--- src/include/vec_defs.svh ---
// ======================================================================
// Vector CSR block build constants
// VLEN, CSR addresses and register reset values
// ======================================================================
`ifndef VEC_DEFS_SVH
`define VEC_DEFS_SVH

// Vector register length in bits
`define VEC_VLEN        128

// CSR addresses
`define VEC_CSR_VSTART  12'h008
`define VEC_CSR_VXSAT   12'h009
`define VEC_CSR_VXRM    12'h00A
`define VEC_CSR_VCSR    12'h00F
`define VEC_CSR_VL      12'hC20
`define VEC_CSR_VTYPE   12'hC21
`define VEC_CSR_VLENB   12'hC22

// Reset values, vtype comes up with vill set
`define VEC_VTYPE_RST   32'h8000_0000
`define VEC_VL_RST      0
`define VEC_VSTART_RST  0
`define VEC_VXRM_RST    2'b00
`define VEC_VXSAT_RST   1'b0

`endif
--- src/verilog/vec_pkg.sv ---
// ======================================================================
// Vector CSR package
// CSR field types, request structs and the CSR word union
// ======================================================================
`include "vec_defs.svh"

package vec_pkg;

    typedef enum logic [2:0] {
        SEW_8  = 3'b000,
        SEW_16 = 3'b001,
        SEW_32 = 3'b010,
        SEW_64 = 3'b011
    } sew_e;

    typedef enum logic [2:0] {
        LMUL_1  = 3'b000,
        LMUL_2  = 3'b001,
        LMUL_4  = 3'b010,
        LMUL_8  = 3'b011,
        LMUL_F8 = 3'b101,
        LMUL_F4 = 3'b110,
        LMUL_F2 = 3'b111
    } lmul_e;

    typedef struct packed {
        logic        vill;
        logic [22:0] rsvd;
        logic        ma;
        logic        ta;
        sew_e        sew;
        lmul_e       vlmul;
    } vtype_t;

    // Wide enough for VLMAX at SEW 8
    typedef logic [$clog2(`VEC_VLEN / 8):0] vl_t;

    typedef enum logic [1:0] {
        VXRM_RNU = 2'b00,
        VXRM_RNE = 2'b01,
        VXRM_RDN = 2'b10,
        VXRM_ROD = 2'b11
    } vxrm_e;

    typedef struct packed {
        logic [28:0] rsvd;
        vxrm_e       vxrm;
        logic        vxsat;
    } vcsr_t;

    typedef union packed {
        logic [31:0] raw;
        vcsr_t       vcsr;
        vtype_t      vtype;
    } csr_word_u;

    typedef struct packed {
        logic [31:0] avl;
        vtype_t      vtype;
    } vset_req_t;

    typedef struct packed {
        logic [11:0] addr;
        logic        write;
        csr_word_u   wdata;
    } csr_req_t;

    typedef enum logic {
        FIXP_AADD = 1'b0,
        FIXP_SADD = 1'b1
    } fixp_op_e;

    typedef struct packed {
        fixp_op_e    op;
        logic [7:0]  a;
        logic [7:0]  b;
    } fixp_req_t;

    typedef struct packed {
        logic [7:0]  result;
        logic        sat;
    } fixp_rsp_t;

endpackage

--- src/verilog/vec_csr_top.sv ---
// ======================================================================
// Vector CSR subsystem top
// vsetvl producer, CSR registers, CSR port and fixed-point consumer
// ======================================================================
`timescale 1ns/1ps

module vec_csr_top (
    input  logic               clk,
    input  logic               rst,
    input  logic               vset_valid,
    input  vec_pkg::vset_req_t vset_req,
    input  logic               csr_valid,
    input  vec_pkg::csr_req_t  csr_req,
    input  logic               fixp_valid,
    input  vec_pkg::fixp_req_t fixp_req,
    output vec_pkg::vl_t       vl_out,
    output vec_pkg::vtype_t    vtype_out,
    output vec_pkg::csr_word_u csr_rdata,
    output logic               csr_err,
    output logic               fixp_rsp_valid,
    output vec_pkg::fixp_rsp_t fixp_rsp
);
    import vec_pkg::*;

    logic   vtype_wr;
    vtype_t vtype_new;
    logic   vl_wr;
    vl_t    vl_new;
    logic   vstart_wr;
    vl_t    vstart_data;
    vl_t    vstart_out;
    logic   vxrm_wr;
    vxrm_e  vxrm_data;
    vxrm_e  vxrm_out;
    logic   vxsat_wr;
    logic   vxsat_data;
    logic   vxsat_out;
    logic   vxsat_set;

    vsetvl_unit u_vsetvl (
        .clk, .rst, .vset_valid, .vset_req,
        .vtype_wr, .vtype_new, .vl_wr, .vl_new
    );

    vector_csr u_csr (
        .clk, .rst,
        .vtype_wr,  .vtype_in (vtype_new),
        .vl_wr,     .vl_in    (vl_new),
        .vstart_wr, .vstart_in(vstart_data),
        .vxrm_wr,   .vxrm_in  (vxrm_data),
        .vxsat_wr,  .vxsat_in (vxsat_data),
        .vxsat_set,
        .vtype_out, .vl_out, .vstart_out, .vxrm_out, .vxsat_out
    );

    csr_access u_access (
        .clk, .rst, .csr_valid, .csr_req,
        .vtype_val(vtype_out), .vl_val(vl_out), .vstart_val(vstart_out),
        .vxrm_val (vxrm_out),  .vxsat_val(vxsat_out),
        .vstart_wr, .vstart_data, .vxrm_wr, .vxrm_data, .vxsat_wr, .vxsat_data,
        .csr_rdata, .csr_err
    );

    fixp_alu u_fixp (
        .clk, .rst, .fixp_valid, .fixp_req,
        .vxrm(vxrm_out),
        .fixp_rsp_valid, .fixp_rsp, .vxsat_set
    );

endmodule

--- src/verilog/fixp_alu.sv ---
// ======================================================================
// Fixed-point ALU
// 8-bit averaging add rounded by vxrm and saturating add
// ======================================================================
`timescale 1ns/1ps

module fixp_alu (
    input  logic               clk,
    input  logic               rst,
    input  logic               fixp_valid,
    input  vec_pkg::fixp_req_t fixp_req,
    input  vec_pkg::vxrm_e     vxrm,
    output logic               fixp_rsp_valid,
    output vec_pkg::fixp_rsp_t fixp_rsp,
    output logic               vxsat_set
);
    import vec_pkg::*;

    logic [8:0] sum;
    logic       rnd;
    logic [7:0] avg;
    logic       ovf;
    fixp_rsp_t  rsp_next;

    // Sign-extended 9-bit sum never overflows
    assign sum = {fixp_req.a[7], fixp_req.a} + {fixp_req.b[7], fixp_req.b};

    always_comb begin
        case (vxrm)
            VXRM_RNU: rnd = sum[0];
            VXRM_RNE: rnd = sum[0] & sum[1];
            VXRM_RDN: rnd = 1'b0;
            default:  rnd = sum[0] & ~sum[1];   // rod: jam dropped bit into lsb
        endcase
    end

    assign avg = sum[8:1] + {7'b0, rnd};
    assign ovf = sum[8] ^ sum[7];

    always_comb begin
        rsp_next.sat = 1'b0;
        if (fixp_req.op == FIXP_AADD) begin
            rsp_next.result = avg;
        end else if (ovf) begin
            rsp_next.result = sum[8] ? 8'h80 : 8'h7f;
            rsp_next.sat    = 1'b1;
        end else begin
            rsp_next.result = sum[7:0];
        end
    end

    always_ff @(posedge clk or posedge rst) begin
        if (rst) begin
            fixp_rsp_valid <= 1'b0;
            vxsat_set      <= 1'b0;
        end else begin
            fixp_rsp_valid <= fixp_valid;
            vxsat_set      <= fixp_valid && rsp_next.sat;
        end
    end

    always_ff @(posedge clk) begin
        if (fixp_valid) begin
            fixp_rsp <= rsp_next;
        end
    end

endmodule

--- src/verilog/csr_access.sv ---
// ======================================================================
// CSR access port
// Decodes CSR reads and writes into register strobes and a read word
// ======================================================================
`timescale 1ns/1ps
`include "vec_defs.svh"

module csr_access (
    input  logic               clk,
    input  logic               rst,
    input  logic               csr_valid,
    input  vec_pkg::csr_req_t  csr_req,
    input  vec_pkg::vtype_t    vtype_val,
    input  vec_pkg::vl_t       vl_val,
    input  vec_pkg::vl_t       vstart_val,
    input  vec_pkg::vxrm_e     vxrm_val,
    input  logic               vxsat_val,
    output logic               vstart_wr,
    output vec_pkg::vl_t       vstart_data,
    output logic               vxrm_wr,
    output vec_pkg::vxrm_e     vxrm_data,
    output logic               vxsat_wr,
    output logic               vxsat_data,
    output vec_pkg::csr_word_u csr_rdata,
    output logic               csr_err
);
    import vec_pkg::*;

    logic is_write;
    logic is_vcsr;
    logic err;

    assign is_write = csr_valid && csr_req.write;
    assign is_vcsr  = (csr_req.addr == `VEC_CSR_VCSR);

    // vcsr packs both fields, the single registers use the low bits
    assign vstart_data = vl_t'(csr_req.wdata.raw);
    assign vxrm_data   = is_vcsr ? csr_req.wdata.vcsr.vxrm : vxrm_e'(csr_req.wdata.raw[1:0]);
    assign vxsat_data  = is_vcsr ? csr_req.wdata.vcsr.vxsat : csr_req.wdata.raw[0];

    always_comb begin
        vstart_wr     = 1'b0;
        vxrm_wr       = 1'b0;
        vxsat_wr      = 1'b0;
        err           = 1'b0;
        csr_rdata.raw = '0;
        case (csr_req.addr)
            `VEC_CSR_VSTART: begin
                vstart_wr     = is_write;
                csr_rdata.raw = 32'(vstart_val);
            end
            `VEC_CSR_VXSAT: begin
                vxsat_wr      = is_write;
                csr_rdata.raw = {31'b0, vxsat_val};
            end
            `VEC_CSR_VXRM: begin
                vxrm_wr       = is_write;
                csr_rdata.raw = {30'b0, vxrm_val};
            end
            `VEC_CSR_VCSR: begin
                vxrm_wr              = is_write;
                vxsat_wr             = is_write;
                csr_rdata.vcsr.vxrm  = vxrm_val;
                csr_rdata.vcsr.vxsat = vxsat_val;
            end
            `VEC_CSR_VL: begin
                csr_rdata.raw = 32'(vl_val);
                err           = is_write;
            end
            `VEC_CSR_VTYPE: begin
                csr_rdata.vtype = vtype_val;
                err             = is_write;
            end
            `VEC_CSR_VLENB: begin
                csr_rdata.raw = 32'(`VEC_VLEN / 8);
                err           = is_write;
            end
            default: err = csr_valid;
        endcase
    end

    always_ff @(posedge clk or posedge rst) begin
        if (rst) begin
            csr_err <= 1'b0;
        end else begin
            csr_err <= err;
        end
    end

endmodule

--- src/verilog/vector_csr.sv ---
// ======================================================================
// Vector CSR registers
// vtype, vl, vstart, vxrm and vxsat with same-cycle write forwarding
// ======================================================================
`timescale 1ns/1ps
`include "vec_defs.svh"

module vector_csr (
    input  logic             clk,
    input  logic             rst,
    input  logic             vtype_wr,
    input  vec_pkg::vtype_t  vtype_in,
    input  logic             vl_wr,
    input  vec_pkg::vl_t     vl_in,
    input  logic             vstart_wr,
    input  vec_pkg::vl_t     vstart_in,
    input  logic             vxrm_wr,
    input  vec_pkg::vxrm_e   vxrm_in,
    input  logic             vxsat_wr,
    input  logic             vxsat_in,
    input  logic             vxsat_set,
    output vec_pkg::vtype_t  vtype_out,
    output vec_pkg::vl_t     vl_out,
    output vec_pkg::vl_t     vstart_out,
    output vec_pkg::vxrm_e   vxrm_out,
    output logic             vxsat_out
);
    import vec_pkg::*;

    vtype_t vtype_q;
    vl_t    vl_q;
    vl_t    vstart_q;
    vxrm_e  vxrm_q;
    logic   vxsat_q;
    logic   vxsat_next;

    always_ff @(posedge clk or posedge rst) begin
        if (rst) begin
            vtype_q  <= vtype_t'(`VEC_VTYPE_RST);
            vl_q     <= vl_t'(`VEC_VL_RST);
            vstart_q <= vl_t'(`VEC_VSTART_RST);
            vxrm_q   <= vxrm_e'(`VEC_VXRM_RST);
        end else begin
            if (vtype_wr) begin
                vtype_q <= vtype_in;
            end
            if (vl_wr) begin
                vl_q <= vl_in;
            end
            if (vstart_wr) begin
                vstart_q <= vstart_in;
            end
            if (vxrm_wr) begin
                vxrm_q <= vxrm_in;
            end
        end
    end

    // Sticky flag, a CSR write wins over the set
    assign vxsat_next = vxsat_wr ? vxsat_in : (vxsat_q | vxsat_set);

    always_ff @(posedge clk or posedge rst) begin
        if (rst) begin
            vxsat_q <= `VEC_VXSAT_RST;
        end else begin
            vxsat_q <= vxsat_next;
        end
    end

    // Forwarding
    assign vtype_out  = vtype_wr  ? vtype_in  : vtype_q;
    assign vl_out     = vl_wr     ? vl_in     : vl_q;
    assign vstart_out = vstart_wr ? vstart_in : vstart_q;
    assign vxrm_out   = vxrm_wr   ? vxrm_in   : vxrm_q;
    assign vxsat_out  = vxsat_next;

endmodule

--- src/verilog/vsetvl_unit.sv ---
// ======================================================================
// vsetvl unit
// Computes the new vtype and vl from AVL and the requested vtype
// ======================================================================
`timescale 1ns/1ps
`include "vec_defs.svh"

module vsetvl_unit (
    input  logic              clk,
    input  logic              rst,
    input  logic              vset_valid,
    input  vec_pkg::vset_req_t vset_req,
    output logic              vtype_wr,
    output vec_pkg::vtype_t   vtype_new,
    output logic              vl_wr,
    output vec_pkg::vl_t      vl_new
);
    import vec_pkg::*;

    logic [31:0] vlmax;
    logic        sew_ok;
    logic        illegal;

    // VLMAX = VLEN / SEW at LMUL 1
    always_comb begin
        sew_ok = 1'b1;
        case (vset_req.vtype.sew)
            SEW_8:   vlmax = `VEC_VLEN / 8;
            SEW_16:  vlmax = `VEC_VLEN / 16;
            SEW_32:  vlmax = `VEC_VLEN / 32;
            SEW_64:  vlmax = `VEC_VLEN / 64;
            default: begin
                vlmax  = '0;
                sew_ok = 1'b0;
            end
        endcase
    end

    assign illegal = !sew_ok || (vset_req.vtype.vlmul != LMUL_1);

    always_comb begin
        vtype_new      = vset_req.vtype;
        vtype_new.vill = 1'b0;
        vtype_new.rsvd = '0;
        if (illegal) begin
            vtype_new = vtype_t'(`VEC_VTYPE_RST);
        end
    end

    assign vl_new   = illegal ? '0 :
                      (vset_req.avl < vlmax) ? vl_t'(vset_req.avl) : vl_t'(vlmax);
    assign vtype_wr = vset_valid;
    assign vl_wr    = vset_valid;

endmodule

--- config.mk ---
export PLATFORM = sky130hd
export DESIGN_NAME = vec_csr_top
export DESIGN_NICKNAME = d
export VERILOG_FILES = /design/src/verilog/vec_pkg.sv /design/src/verilog/vec_csr_top.sv /design/src/verilog/fixp_alu.sv /design/src/verilog/csr_access.sv /design/src/verilog/vector_csr.sv /design/src/verilog/vsetvl_unit.sv
export VERILOG_INCLUDE_DIRS = /design/src /design/src/include
export SDC_FILE = /design/constraint.sdc
export NUM_CORES = 1
export LEC_CHECK = 0
export BUFFER_PORTS_ARGS = -buffer_cell sky130_fd_sc_hd__buf_2
export CAP_MARGIN = 20
export CORE_AREA = 2 2 97 99
export CTS_CLUSTER_SIZE = 14
export DETAILED_ROUTE_END_ITERATION = 7
export DIE_AREA = 0 0 99 101
export GPL_TIMING_DRIVEN = 0
export PLACE_DENSITY = 0.77
export SYNTH_ARGS = -nofsm -noshare
export SYNTH_HDL_FRONTEND = slang
export SYNTH_SLANG_ARGS = --single-unit
--- constraint.sdc ---
create_clock -name clk -period 2.15 [get_ports clk]
set_clock_uncertainty 0.05 [all_clocks]
set_input_delay 0.215 -clock clk [delete_from_list [all_inputs] [get_ports clk]]
set_output_delay 0.215 -clock clk [all_outputs]
set_load 0.05 [all_outputs]
==> results.md, run 1 <==
* First-pass GRT wire length at 18.15 mm
* Area after detailed placement at 4791 um^2
* Standard cell core area at 8977 um^2
* DRT met1 WL at 4.518 mm
* Post-layout nets at 704
* Met3 wire length at 604 um
* Run status: finished with violations
* GR Overflow Total at 0
* Post-synthesis cell type count at 60
* Final Cycle Share at 140.9%
* Worst endpoint data arrival time at 3.07 ns
* Detailed-route wire length per cell at 18.13 um
* Layout cells sized above 1 at 56.76%
* Core Util, Final at 66.31%
* Gate count of the mapped netlist at 353
* Fillcell total at 613
* Violations in the final reports: negative setup slack
* Depth of the CTS H-tree at 3
* Clock input transition at the sequential cells of the worst setup and hold paths at 0.07 ns
* Start point of the worst min-delay path: fixp_valid
* Most used cells in the layout excluding fill and tap cells: 117 x buf_2, 47 x dfrtp_1, 35 x buf_6
* Met2 WL post-DR at 6.898 mm
* Commonest non-fill, non-tap cell in the layout: buf_2
* Vias after detailed routing at 3,614
* Fraction of the yosys area taken by sequential cells at 42.23%
* Hold WC Path Type: in -> reg
* Critical path fanouts, max at 5
* Initial antenna violation count at 0
* Total track usage at 22.91%
* Effective utilization at floorplan at 38.84%
* Total DRC errors in the routed layout at 0
* Clock tree root buffer cell: clkbuf_8
* Final cell count without fillers at 673
* Die X at 99 um
* Primary flip-flop cell chosen by synthesis mapping: dfrtp_1
* Clock sink total at 57
* Synthesis warning total at 0
* Y dimension of the die at 101 um
* Final HPWL DP at 8.028 mm
* Min Clock Period, post-route at 3.029 ns
* Count of flip-flops with a built-in enable after synthesis at 9
* Count of buffers inserted at the top-level ports at 158
* Via density at 5.370
* CTS Buf Count at 9
* Final Hold Vio Count at 0
* Crit path required time at 2.19 ns
* Slew HR at 53.66%
* Max Used Layer: met4
* Kind of end point of the critical path: flop
* Global placement routability congestion at 0.8794
* Post-placement cell count at 623
* I/O Pins at 211
* Count of pins over their slew limit at 0
* Cell row count at 35
* Worst-case hold slack at 0.08060 ns
* Total nets after synthesis at 500
* Total Neg Setup Slack at -15.14 ns
* Setup violation total in the final timing report at 44
* Post-route setup slack at -0.8787 ns
* Area taken by flip-flops and latches at 1473 um^2
* Pwr per Cell Area at 520.8 nW/um^2
* CTS tree: yes
* Final WL at 12.20 mm
* Reg2reg start: u_csr.vxrm_q[0]
* Drt pass-1 iters at 4
* Synth-to-Final Area Change at 70.72%
* Violation count after the first detailed-routing iteration at 87
* Peak ir drop on the vdd network at 0.3559 mV
* Area occupied by multi-input gates at 2537 um^2
* Unrepaired setup endpoints after global routing: yes
* Vias in the first global route at 3,647
* Synthesized area at 3487 um^2
* Clk_lat worst skew at 0.33 ns
* Pleak at 0.002725 uW
* FF+latch count, synth at 57
* Critical path class: in -> reg
* Final antenna diode count at 0
* Pin slew with the least headroom to its limit at 0.6899 ns
* Post-synthesis async set-or-reset flop share at 84.21%
* Nature of the critical path startpoint: primary input
* Worst setup path startpoint: csr_req[40]
* Pin count of the biggest net entering global routing at 35
* Remaining antenna violation count at 0
* Buffer levels on the longest clock path at 2
* DIE AREA at 9999 um^2
* Fmax at 330.2 MHz
* Average size of a mapped cell at 9.878 um^2
* Final design area excluding fillers at 5953 um^2
* Maximum capacitance violations at 0
per-stage QoR:
step,setup slack [ns],power (uW)
3_3_place_gp,-1.399,1876
3_5_place_dp,-1.412,1902
2_1_floorplan,-1.023,1678
5_1_grt,-0.9854,3234
6_report,-0.8787,3101
4_1_cts,-0.8476,3074
report_power, final:
group	internal, uW	total (uW)	switching [uW]
clock	617	1100	480
combinational	323	834	511
sequential	1150	1170	15.9
total	2090	3100	1010
timing repair:
item | 4_1_cts | 5_1_grt
hold endpoints to repair | 14 | 0
cloned | 3 | 0
setup buffers | 24 | 10
gates resized for setup | 131 | 35
endpoints found under the setup margin | 46 | 45
hold buffers | 1 | 0
pin swaps | 17 | 18
layer usage:
metal | GRT usage (%) | vias to the layer above
li1 | - | 1700
met1 | 24.44 | 1759
met2 | 45.37 | 138
met3 | 4.438 | 17
met4 | 6.428 | 0
met5 | 0 | -
worst max-delay path: stages:
cell and delay (ns):
buf_6 0.09, or4_4 0.57, nor4_4 0.26, buf_4 0.19, mux2i_1 0.25, nand2b_4 0.17
a22o_1 0.13, and3_4 0.18, ha_4 0.14, ha_4 0.13, nor3b_4 0.19, nand4_1 0.13
xnor2_1 0.16, mux2_4 0.27
registers in the layout, summed over array words and instances (netlist names):
| signal | flops |
|---|---|
| u_access.csr_err | 1 |
| u_csr.vl_q | 5 |
| u_csr.vstart_q | 5 |
| u_csr.vtype_q | 32 |
| u_csr.vxrm_q | 2 |
| u_csr.vxsat_q | 1 |
| u_fixp.fixp_rsp | 9 |
| u_fixp.fixp_rsp_valid | 1 |
| u_fixp.vxsat_set | 1 |
cell type report:
| type | instances | area share (%) |
|---|---|---|
| buffer | 11 | 1.765 |
| clock buffer | 10 | 2.501 |
| clock inverter | 6 | 1.240 |
| inverter | 10 | 0.6726 |
| multi-input combinational | 274 | 42.62 |
| sequential | 57 | 24.74 |
| tap | 111 | 2.333 |
| timing repair buffer | 194 | 24.13 |
kinds of logic (layout without fill, tap and decap cells):
family	Yosys count	after routing	synth area share [%]
AND/OR/NAND/NOR	168	168	28.60
flip-flops	57	57	42.23
multiplexers	19	19	5.885
XOR/XNOR	9	9	2.261
AO/OA/AOI/OAI	62	62	12.13
buffers and inverters	22	231	2.942
adder cells (fa/ha/maj)	16	16	5.956
cell usage after synthesis, types with 9 or more instances:
cell      number  area share (%)
nor2_1        23             2.5
nor4_1         9             1.6
mux2_2         9             2.9
nand2_1       28             3.0
ha_1          15             5.4
o21ai_0       13             1.9
nor2b_1       52             9.3
edfxtp_1       9             7.8
dfrtp_1       47              34
mux2i_1        9             2.6
inv_1          9            0.97
a21oi_1       13             1.9
path summary, 6_finish.rpt:
kind / endpoint / slack, ns / cells after the start
hold / removal: u_fixp.fixp_rsp_valid / 0.08 / 1
setup reg to reg: u_fixp.fixp_rsp[7] / -0.07 / 10
max in group asynchronous: u_csr.vtype_q[31] / 1.14 / 4
hold reg to reg: u_csr.vstart_q[1] / 0.46 / 1
min in group asynchronous: u_csr.vtype_q[30] / 0.34 / 3
setup / recovery: u_fixp.fixp_rsp[7] / -0.88 / 14
No activity file was read; power rests on OpenSTA's default activity.
==> inputs of run 2 (changes only) <==
--- a/config.mk
+++ b/config.mk
@@ -6,7 +6,7 @@
 export SDC_FILE = /design/constraint.sdc
 export NUM_CORES = 1
 export LEC_CHECK = 0
-export BUFFER_PORTS_ARGS = -buffer_cell sky130_fd_sc_hd__buf_2
+export BUFFER_PORTS_ARGS = -buffer_cell sky130_fd_sc_hd__clkbuf_2
 export CAP_MARGIN = 20
 export CORE_AREA = 2 2 97 99
 export CTS_CLUSTER_SIZE = 14
==> run 2 against run 1 <==
Compared with the run above:
- the run still ends with negative setup slack left
- highest routed layer unchanged
- non-clock buffer count down 3
- largest cell class unchanged
- cell count shrank 0.45%
- final area fell by 1.4%
- critical path depth is 1 lower
- register-to-register slack lost 0.05 ns
- critical endpoint unchanged
- first-iteration DRC count is 1.1% lower
- utilization shrank 0.92 points
- sequential cell count did not move
- clock power fell by 18%
- routed wire length shrank 2.4%
- via count fell by 2.5%
- hold slack gained 0.0096 ns
==> results.md, run 2 (synthesis results as in run 1) <==
* Hold WC Path Type: in -> reg
* Violations in the final reports: negative setup slack
* Pleak at 0.002683 uW
* Worst endpoint data arrival time at 3.12 ns
* Pre-CTS setup slack at -1.398 ns
* Cell row count at 35
* Vias after detailed routing at 3,522
* CTS tree: yes
* Count of pins over their slew limit at 0
* Buffer levels on the longest clock path at 2
* First-pass GRT wire length at 16.57 mm
* Slew HR at 54.33%
* Kind of end point of the critical path: flop
* Most used cells in the layout excluding fill and tap cells: 120 x clkbuf_2, 47 x dfrtp_1, 34 x buf_6
* Worst reg-to-reg path cell count at 10
* CTS Buf Count at 9
* Final WL at 11.91 mm
* Clk_lat worst skew at 0.34 ns
* Depth of the CTS H-tree at 3
* Final cell count without fillers at 670
* R2R Setup Slk at -0.12 ns
* Layout cells sized above 1 at 56.35%
* Largest regs: u_csr.vtype_q: 32 flops, u_fixp.fixp_rsp: 9 flops
* Vias in the first global route at 3,377
* Global placement routability congestion at 0.8523
* Standard cell core area at 8977 um^2
* Final Hold Vio Count at 0
* Final Cycle Share at 143.5%
* Effective utilization at floorplan at 38.84%
* Die X at 99 um
* Pin slew with the least headroom to its limit at 0.6799 ns
* Final antenna diode count at 0
* Via density at 5.257
* Violation count after the first detailed-routing iteration at 86
* Fmax at 324.2 MHz
* Drt pass-1 iters at 4
* Clock sink total at 57
* Run status: finished with violations
* Worst-case hold slack at 0.09021 ns
* Capture point of the worst reg-to-reg path: u_fixp.fixp_rsp[7]
* Start point of the worst min-delay path: csr_req[3]
* Peak ir drop on the vdd network at 0.3388 mV
* Last element of the critical path: u_fixp.fixp_rsp[7]
* Area after detailed placement at 4791 um^2
* Clock tree root buffer cell: clkbuf_8
* Initial antenna violation count at 0
* Remaining antenna violation count at 0
* Post-route setup slack at -0.9345 ns
* Final HPWL DP at 8.081 mm
* Synth-to-Final Area Change at 68.35%
* Final design area excluding fillers at 5871 um^2
* Reg2reg start: u_csr.vxrm_q[0]
* Register with the highest flop count: u_csr.vtype_q
* Fillcell total at 650
* DIE AREA at 9999 um^2
* Setup violation total in the final timing report at 45
* Commonest non-fill, non-tap cell in the layout: clkbuf_2
* Total track usage at 20.90%
* Crit path required time at 2.19 ns
* Total DRC errors in the routed layout at 0
* Post-placement cell count at 623
* Flip-flop count of the largest register, all copies and words added at 32
* Y dimension of the die at 101 um
* Maximum capacitance violations at 0
* Min Clock Period, post-route at 3.084 ns
* Pin count of the biggest net entering global routing at 36
* Pwr per Cell Area at 493.9 nW/um^2
* Worst setup path startpoint: csr_req[40]
* Unrepaired setup endpoints after global routing: yes
* Detailed-route wire length per cell at 17.77 um
* Count of buffers inserted at the top-level ports at 158
* Post-layout nets at 701
* Clock input transition at the sequential cells of the worst setup and hold paths at 0.06 ns
* I/O Pins at 211
* GR Overflow Total at 0
* Critical path class: in -> reg
* Nature of the critical path startpoint: primary input
* Critical path fanouts, max at 4
[run 2: power breakdown]
group          switching, uW  leakage (uW)  internal [uW]
registers               15.1      0.000739           1150
logic                    511       0.00185            313
clock network            457     0.0000891            449
[run 2: layout make-up]
cell class	instances	area [um^2]	area share (%)
buffer	11	95.09	1.620
clock buffer	10	137.6	2.344
clock inverter	6	41.29	0.7033
inverter	10	40.04	0.6820
multi-input combinational	274	2521	42.95
sequential	57	1473	25.09
tap	111	138.9	2.366
timing repair buffer	191	1424	24.25
[run 2: critical path: stages]
cell	delay, ns
clkbuf_2	0.08
or4_4	0.57
nor4_4	0.42
mux2i_1	0.30
nand2b_4	0.18
a22o_1	0.12
and3_4	0.18
ha_4	0.14
ha_4	0.13
nor3b_4	0.21
nand4_1	0.14
xnor2_1	0.16
mux2_4	0.27
[run 2: how the worst min path moves through the flow]
stage	end	slack, ns	cells after the start
floorplan	u_fixp.fixp_rsp_valid	0.20	0
global route	u_csr.vstart_q[3]	0.08	2
finish	u_csr.vstart_q[3]	0.09	2
CTS	u_csr.vstart_q[3]	0.08	2
global placement	u_csr.vstart_q[4]	0.43	2
detailed placement	u_csr.vtype_q[21]	0.13	2
[run 2: routing by layer]
metal / wire length, um / track usage, % / vias to the layer above / part of all wire (%)
met1: 4571 / 23.38 / 1705 / 38
met3: 643 / 4.230 / 16 / 5.4
li1: - / - / 1677 / -
met4: 126 / 6.322 / 0 / 1.1
met5: 0 / 0 / - / 0
met2: 6565 / 39.76 / 124 / 55
[run 2: metrics by stage]
stage | utilization, % | setup TNS [ns] | total power, uW
6_report | 65.39 | -19.23 | 2900
4_1_cts | 59.22 | -21.47 | 2874
3_5_place_dp | 53.37 | -40.96 | 1901
3_3_place_gp | 53.14 | -39.82 | 1878
5_1_grt | 65.39 | -22.47 | 3031
2_1_floorplan | - | -15.98 | 1678
[run 2: what timing repair did]
action | CTS | global route
pin swaps | 17 | 20
setup endpoints to repair | 46 | 49
resized for setup | 49 | 186
cloned | 0 | 0
hold buffers | 1 | 0
hold endpoints to repair | 13 | 0
buffers inserted | 13 | 21
==> inputs of run 3 (changes only) <==
--- a/config.mk
+++ b/config.mk
@@ -12,8 +12,10 @@
 export CTS_CLUSTER_SIZE = 14
 export DETAILED_ROUTE_END_ITERATION = 7
 export DIE_AREA = 0 0 99 101
+export GPL_ROUTABILITY_DRIVEN = 0
 export GPL_TIMING_DRIVEN = 0
 export PLACE_DENSITY = 0.77
+export RECOVER_POWER = 50
 export SYNTH_ARGS = -nofsm -noshare
 export SYNTH_HDL_FRONTEND = slang
 export SYNTH_SLANG_ARGS = --single-unit
==> run 3 against run 2 <==
Compared with the run above:
- the flow still finishes with violations (negative setup slack)
- critical path depth did not move
- global-route usage rose by 0.64 points
- cell count rose by 1.2%
- maximum frequency rose by 3.5%
- utilization rose by 1.2 points
- hold slack improved by 0.014 ns
- clock-buffer cell count rose by 1
- final area rose by 1.9%
- sequential share of layout area fell by 0.47 points
- die area did not move
==> results.md, run 3 (synthesis results as in run 1) <==
* Count of pins over their slew limit at 0
* Drt pass-1 iters at 4
* Via density at 5.373
* Max stage delay on crit path at 0.58 ns
* Most frequent cell on the critical path: ha_4
* DIE AREA at 9999 um^2
* Maximum capacitance violations at 0
* Pleak at 0.002725 uW
* First-pass GRT wire length at 17.04 mm
* Worst reg-to-reg path cell count at 10
* Register with the highest flop count: u_csr.vtype_q
* Final Hold Vio Count at 0
* Kind of end point of the critical path: flop
* Clock tree root buffer cell: clkbuf_8
* Y dimension of the die at 101 um
* Fmax at 335.6 MHz
* Pwr per Cell Area at 524.4 nW/um^2
* Cell row count at 35
* Setup violation total in the final timing report at 44
* Pin count of the biggest net entering global routing at 30
* Slew HR at 47.95%
* CTS Buf Count at 9
* I/O Pins at 211
* Nature of the critical path startpoint: primary input
* Capture point of the worst reg-to-reg path: u_fixp.fixp_rsp[7]
* Run status: finished with violations
* Total track usage at 21.54%
* GR Overflow Total at 0
* Final design area excluding fillers at 5982 um^2
* Crit path required time at 2.18 ns
* Clk_lat worst skew at 0.33 ns
* Flip-flop count of the largest register, all copies and words added at 32
* Vias in the first global route at 3,412
* Largest regs: u_csr.vtype_q: 32 flops, u_fixp.fixp_rsp: 9 flops
* Hold WC Path Type: in -> reg
* Buffer levels on the longest clock path at 2
* Start point of the worst min-delay path: csr_req[3]
* Worst hold path cell count at 2
* Violations in the final reports: negative setup slack
* Most used cells in the layout excluding fill and tap cells: 117 x clkbuf_2, 47 x dfrtp_1, 32 x nor2b_1
* Depth of the CTS H-tree at 3
* Unrepaired setup endpoints after global routing: yes
* Effective utilization at floorplan at 38.84%
* Standard cell core area at 8977 um^2
* Pin slew with the least headroom to its limit at 0.7799 ns
* Vias after detailed routing at 3,643
* Die X at 99 um
* Final Cycle Share at 138.6%
* Final antenna diode count at 0
* Cells along the critical path: clkbuf_2 -> or4_4 -> nor4_4 -> mux2i_2 -> mux2i_4 -> a22o_1 -> and3_4 -> ha_4 -> ha_4 -> nor3b_4 -> nand4_1 -> xnor2_1 -> mux2_4
* Synth-to-Final Area Change at 71.55%
* Fillcell total at 600
* Count of buffers inserted at the top-level ports at 158
* Layout cells sized above 1 at 57.32%
* Worst endpoint data arrival time at 3.01 ns
* Violation count after the first detailed-routing iteration at 119
* Post-route setup slack at -0.8300 ns
* Detailed-route wire length per cell at 18.24 um
* Remaining antenna violation count at 0
* Final HPWL DP at 8.001 mm
* Crit path max-delay cell type: or4_4
* Initial antenna violation count at 0
* Last element of the critical path: u_fixp.fixp_rsp[7]
* Min Clock Period, post-route at 2.980 ns
* Critical path class: in -> reg
* Critical path fanouts, max at 4
* CTS tree: yes
* Clock input transition at the sequential cells of the worst setup and hold paths at 0.07 ns
* R2R Setup Slk at -0.14 ns
* Total DRC errors in the routed layout at 0
* Final WL at 12.37 mm
* Reg2reg start: u_csr.vxrm_q[0]
* Area occupied by multi-input gates at 2566 um^2
* Area after detailed placement at 4791 um^2
* Peak ir drop on the vdd network at 0.3438 mV
* Commonest non-fill, non-tap cell in the layout: clkbuf_2
* Area taken by flip-flops and latches at 1473 um^2
* Worst setup path startpoint: csr_req[40]
* Total Neg Setup Slack at -16.50 ns
* Post-layout nets at 709
* Clock sink total at 57
-- run 3: how the worst min path moves through the flow --
stage	end	slack [ns]
after floorplan	u_fixp.fixp_rsp_valid	0.20
after global placement	u_csr.vstart_q[4]	0.43
after detailed placement	u_csr.vtype_q[21]	0.19
after CTS	u_csr.vtype_q[0]	0.09
after global routing	u_csr.vstart_q[4]	0.11
final	u_csr.vstart_q[3]	0.10
-- run 3: area by class of cell --
cell class              count  area share (%)
multi-input cells         274           42.90
flip-flops and latches     57           24.62
repair buffers            198           23.91
clock buffers              11           2.907
well taps                 111           2.322
plain buffers              12           1.715
clock inverters             5          0.9621
inverters                  10          0.6693
-- run 3: layer usage --
metal / up-vias / track usage, % / share of wire, %
met1: 1750 / 23.73 / 37
li1: 1692 / - / -
met3: 34 / 3.745 / 5.4
met2: 167 / 41.58 / 54
met4: 0 / 7.165 / 3.0
met5: - / 0 / 0
-- run 3: report_power, final --
part	switching, uW	internal (uW)
Combinational	520	324
Sequential	15.9	1150
Clock	447	676
Total	983	2150
-- run 3: repair_timing --
action | CTS | global route
resized for setup | 53 | 183
setup buffers | 18 | 21
hold buffers | 1 | 0
cloned | 1 | 0
setup endpoints to repair | 46 | 46
pin swaps | 16 | 20
hold endpoints to repair | 18 | 0
-- run 3: critical path, delay by kind of cell --
| family | cells | cell delay, ns |
|---|---|---|
| adder cells (fa/ha/maj) | 2 | 0.31 |
| AO/OA/AOI/OAI | 1 | 0.24 |
| multiplexers | 3 | 0.71 |
| AND/OR/NAND/NOR | 5 | 1.36 |
| buffers and inverters | 1 | 0.08 |
| XOR/XNOR | 1 | 0.08 |
-- run 3: stage by stage --
stage	total power [uW]	util (%)	std cells	worst slack, ns	hold WS [ns]
after floorplan	1678	-	353	-1.023	0.1964
after global placement	1874	53.14	622	-1.369	0.4258
after detailed placement	1899	53.37	623	-1.360	0.1863
after CTS	3099	61.07	659	-0.8362	0.08809
after global routing	3268	66.63	678	-0.9234	0.1077
final	3137	66.63	678	-0.8300	0.1039
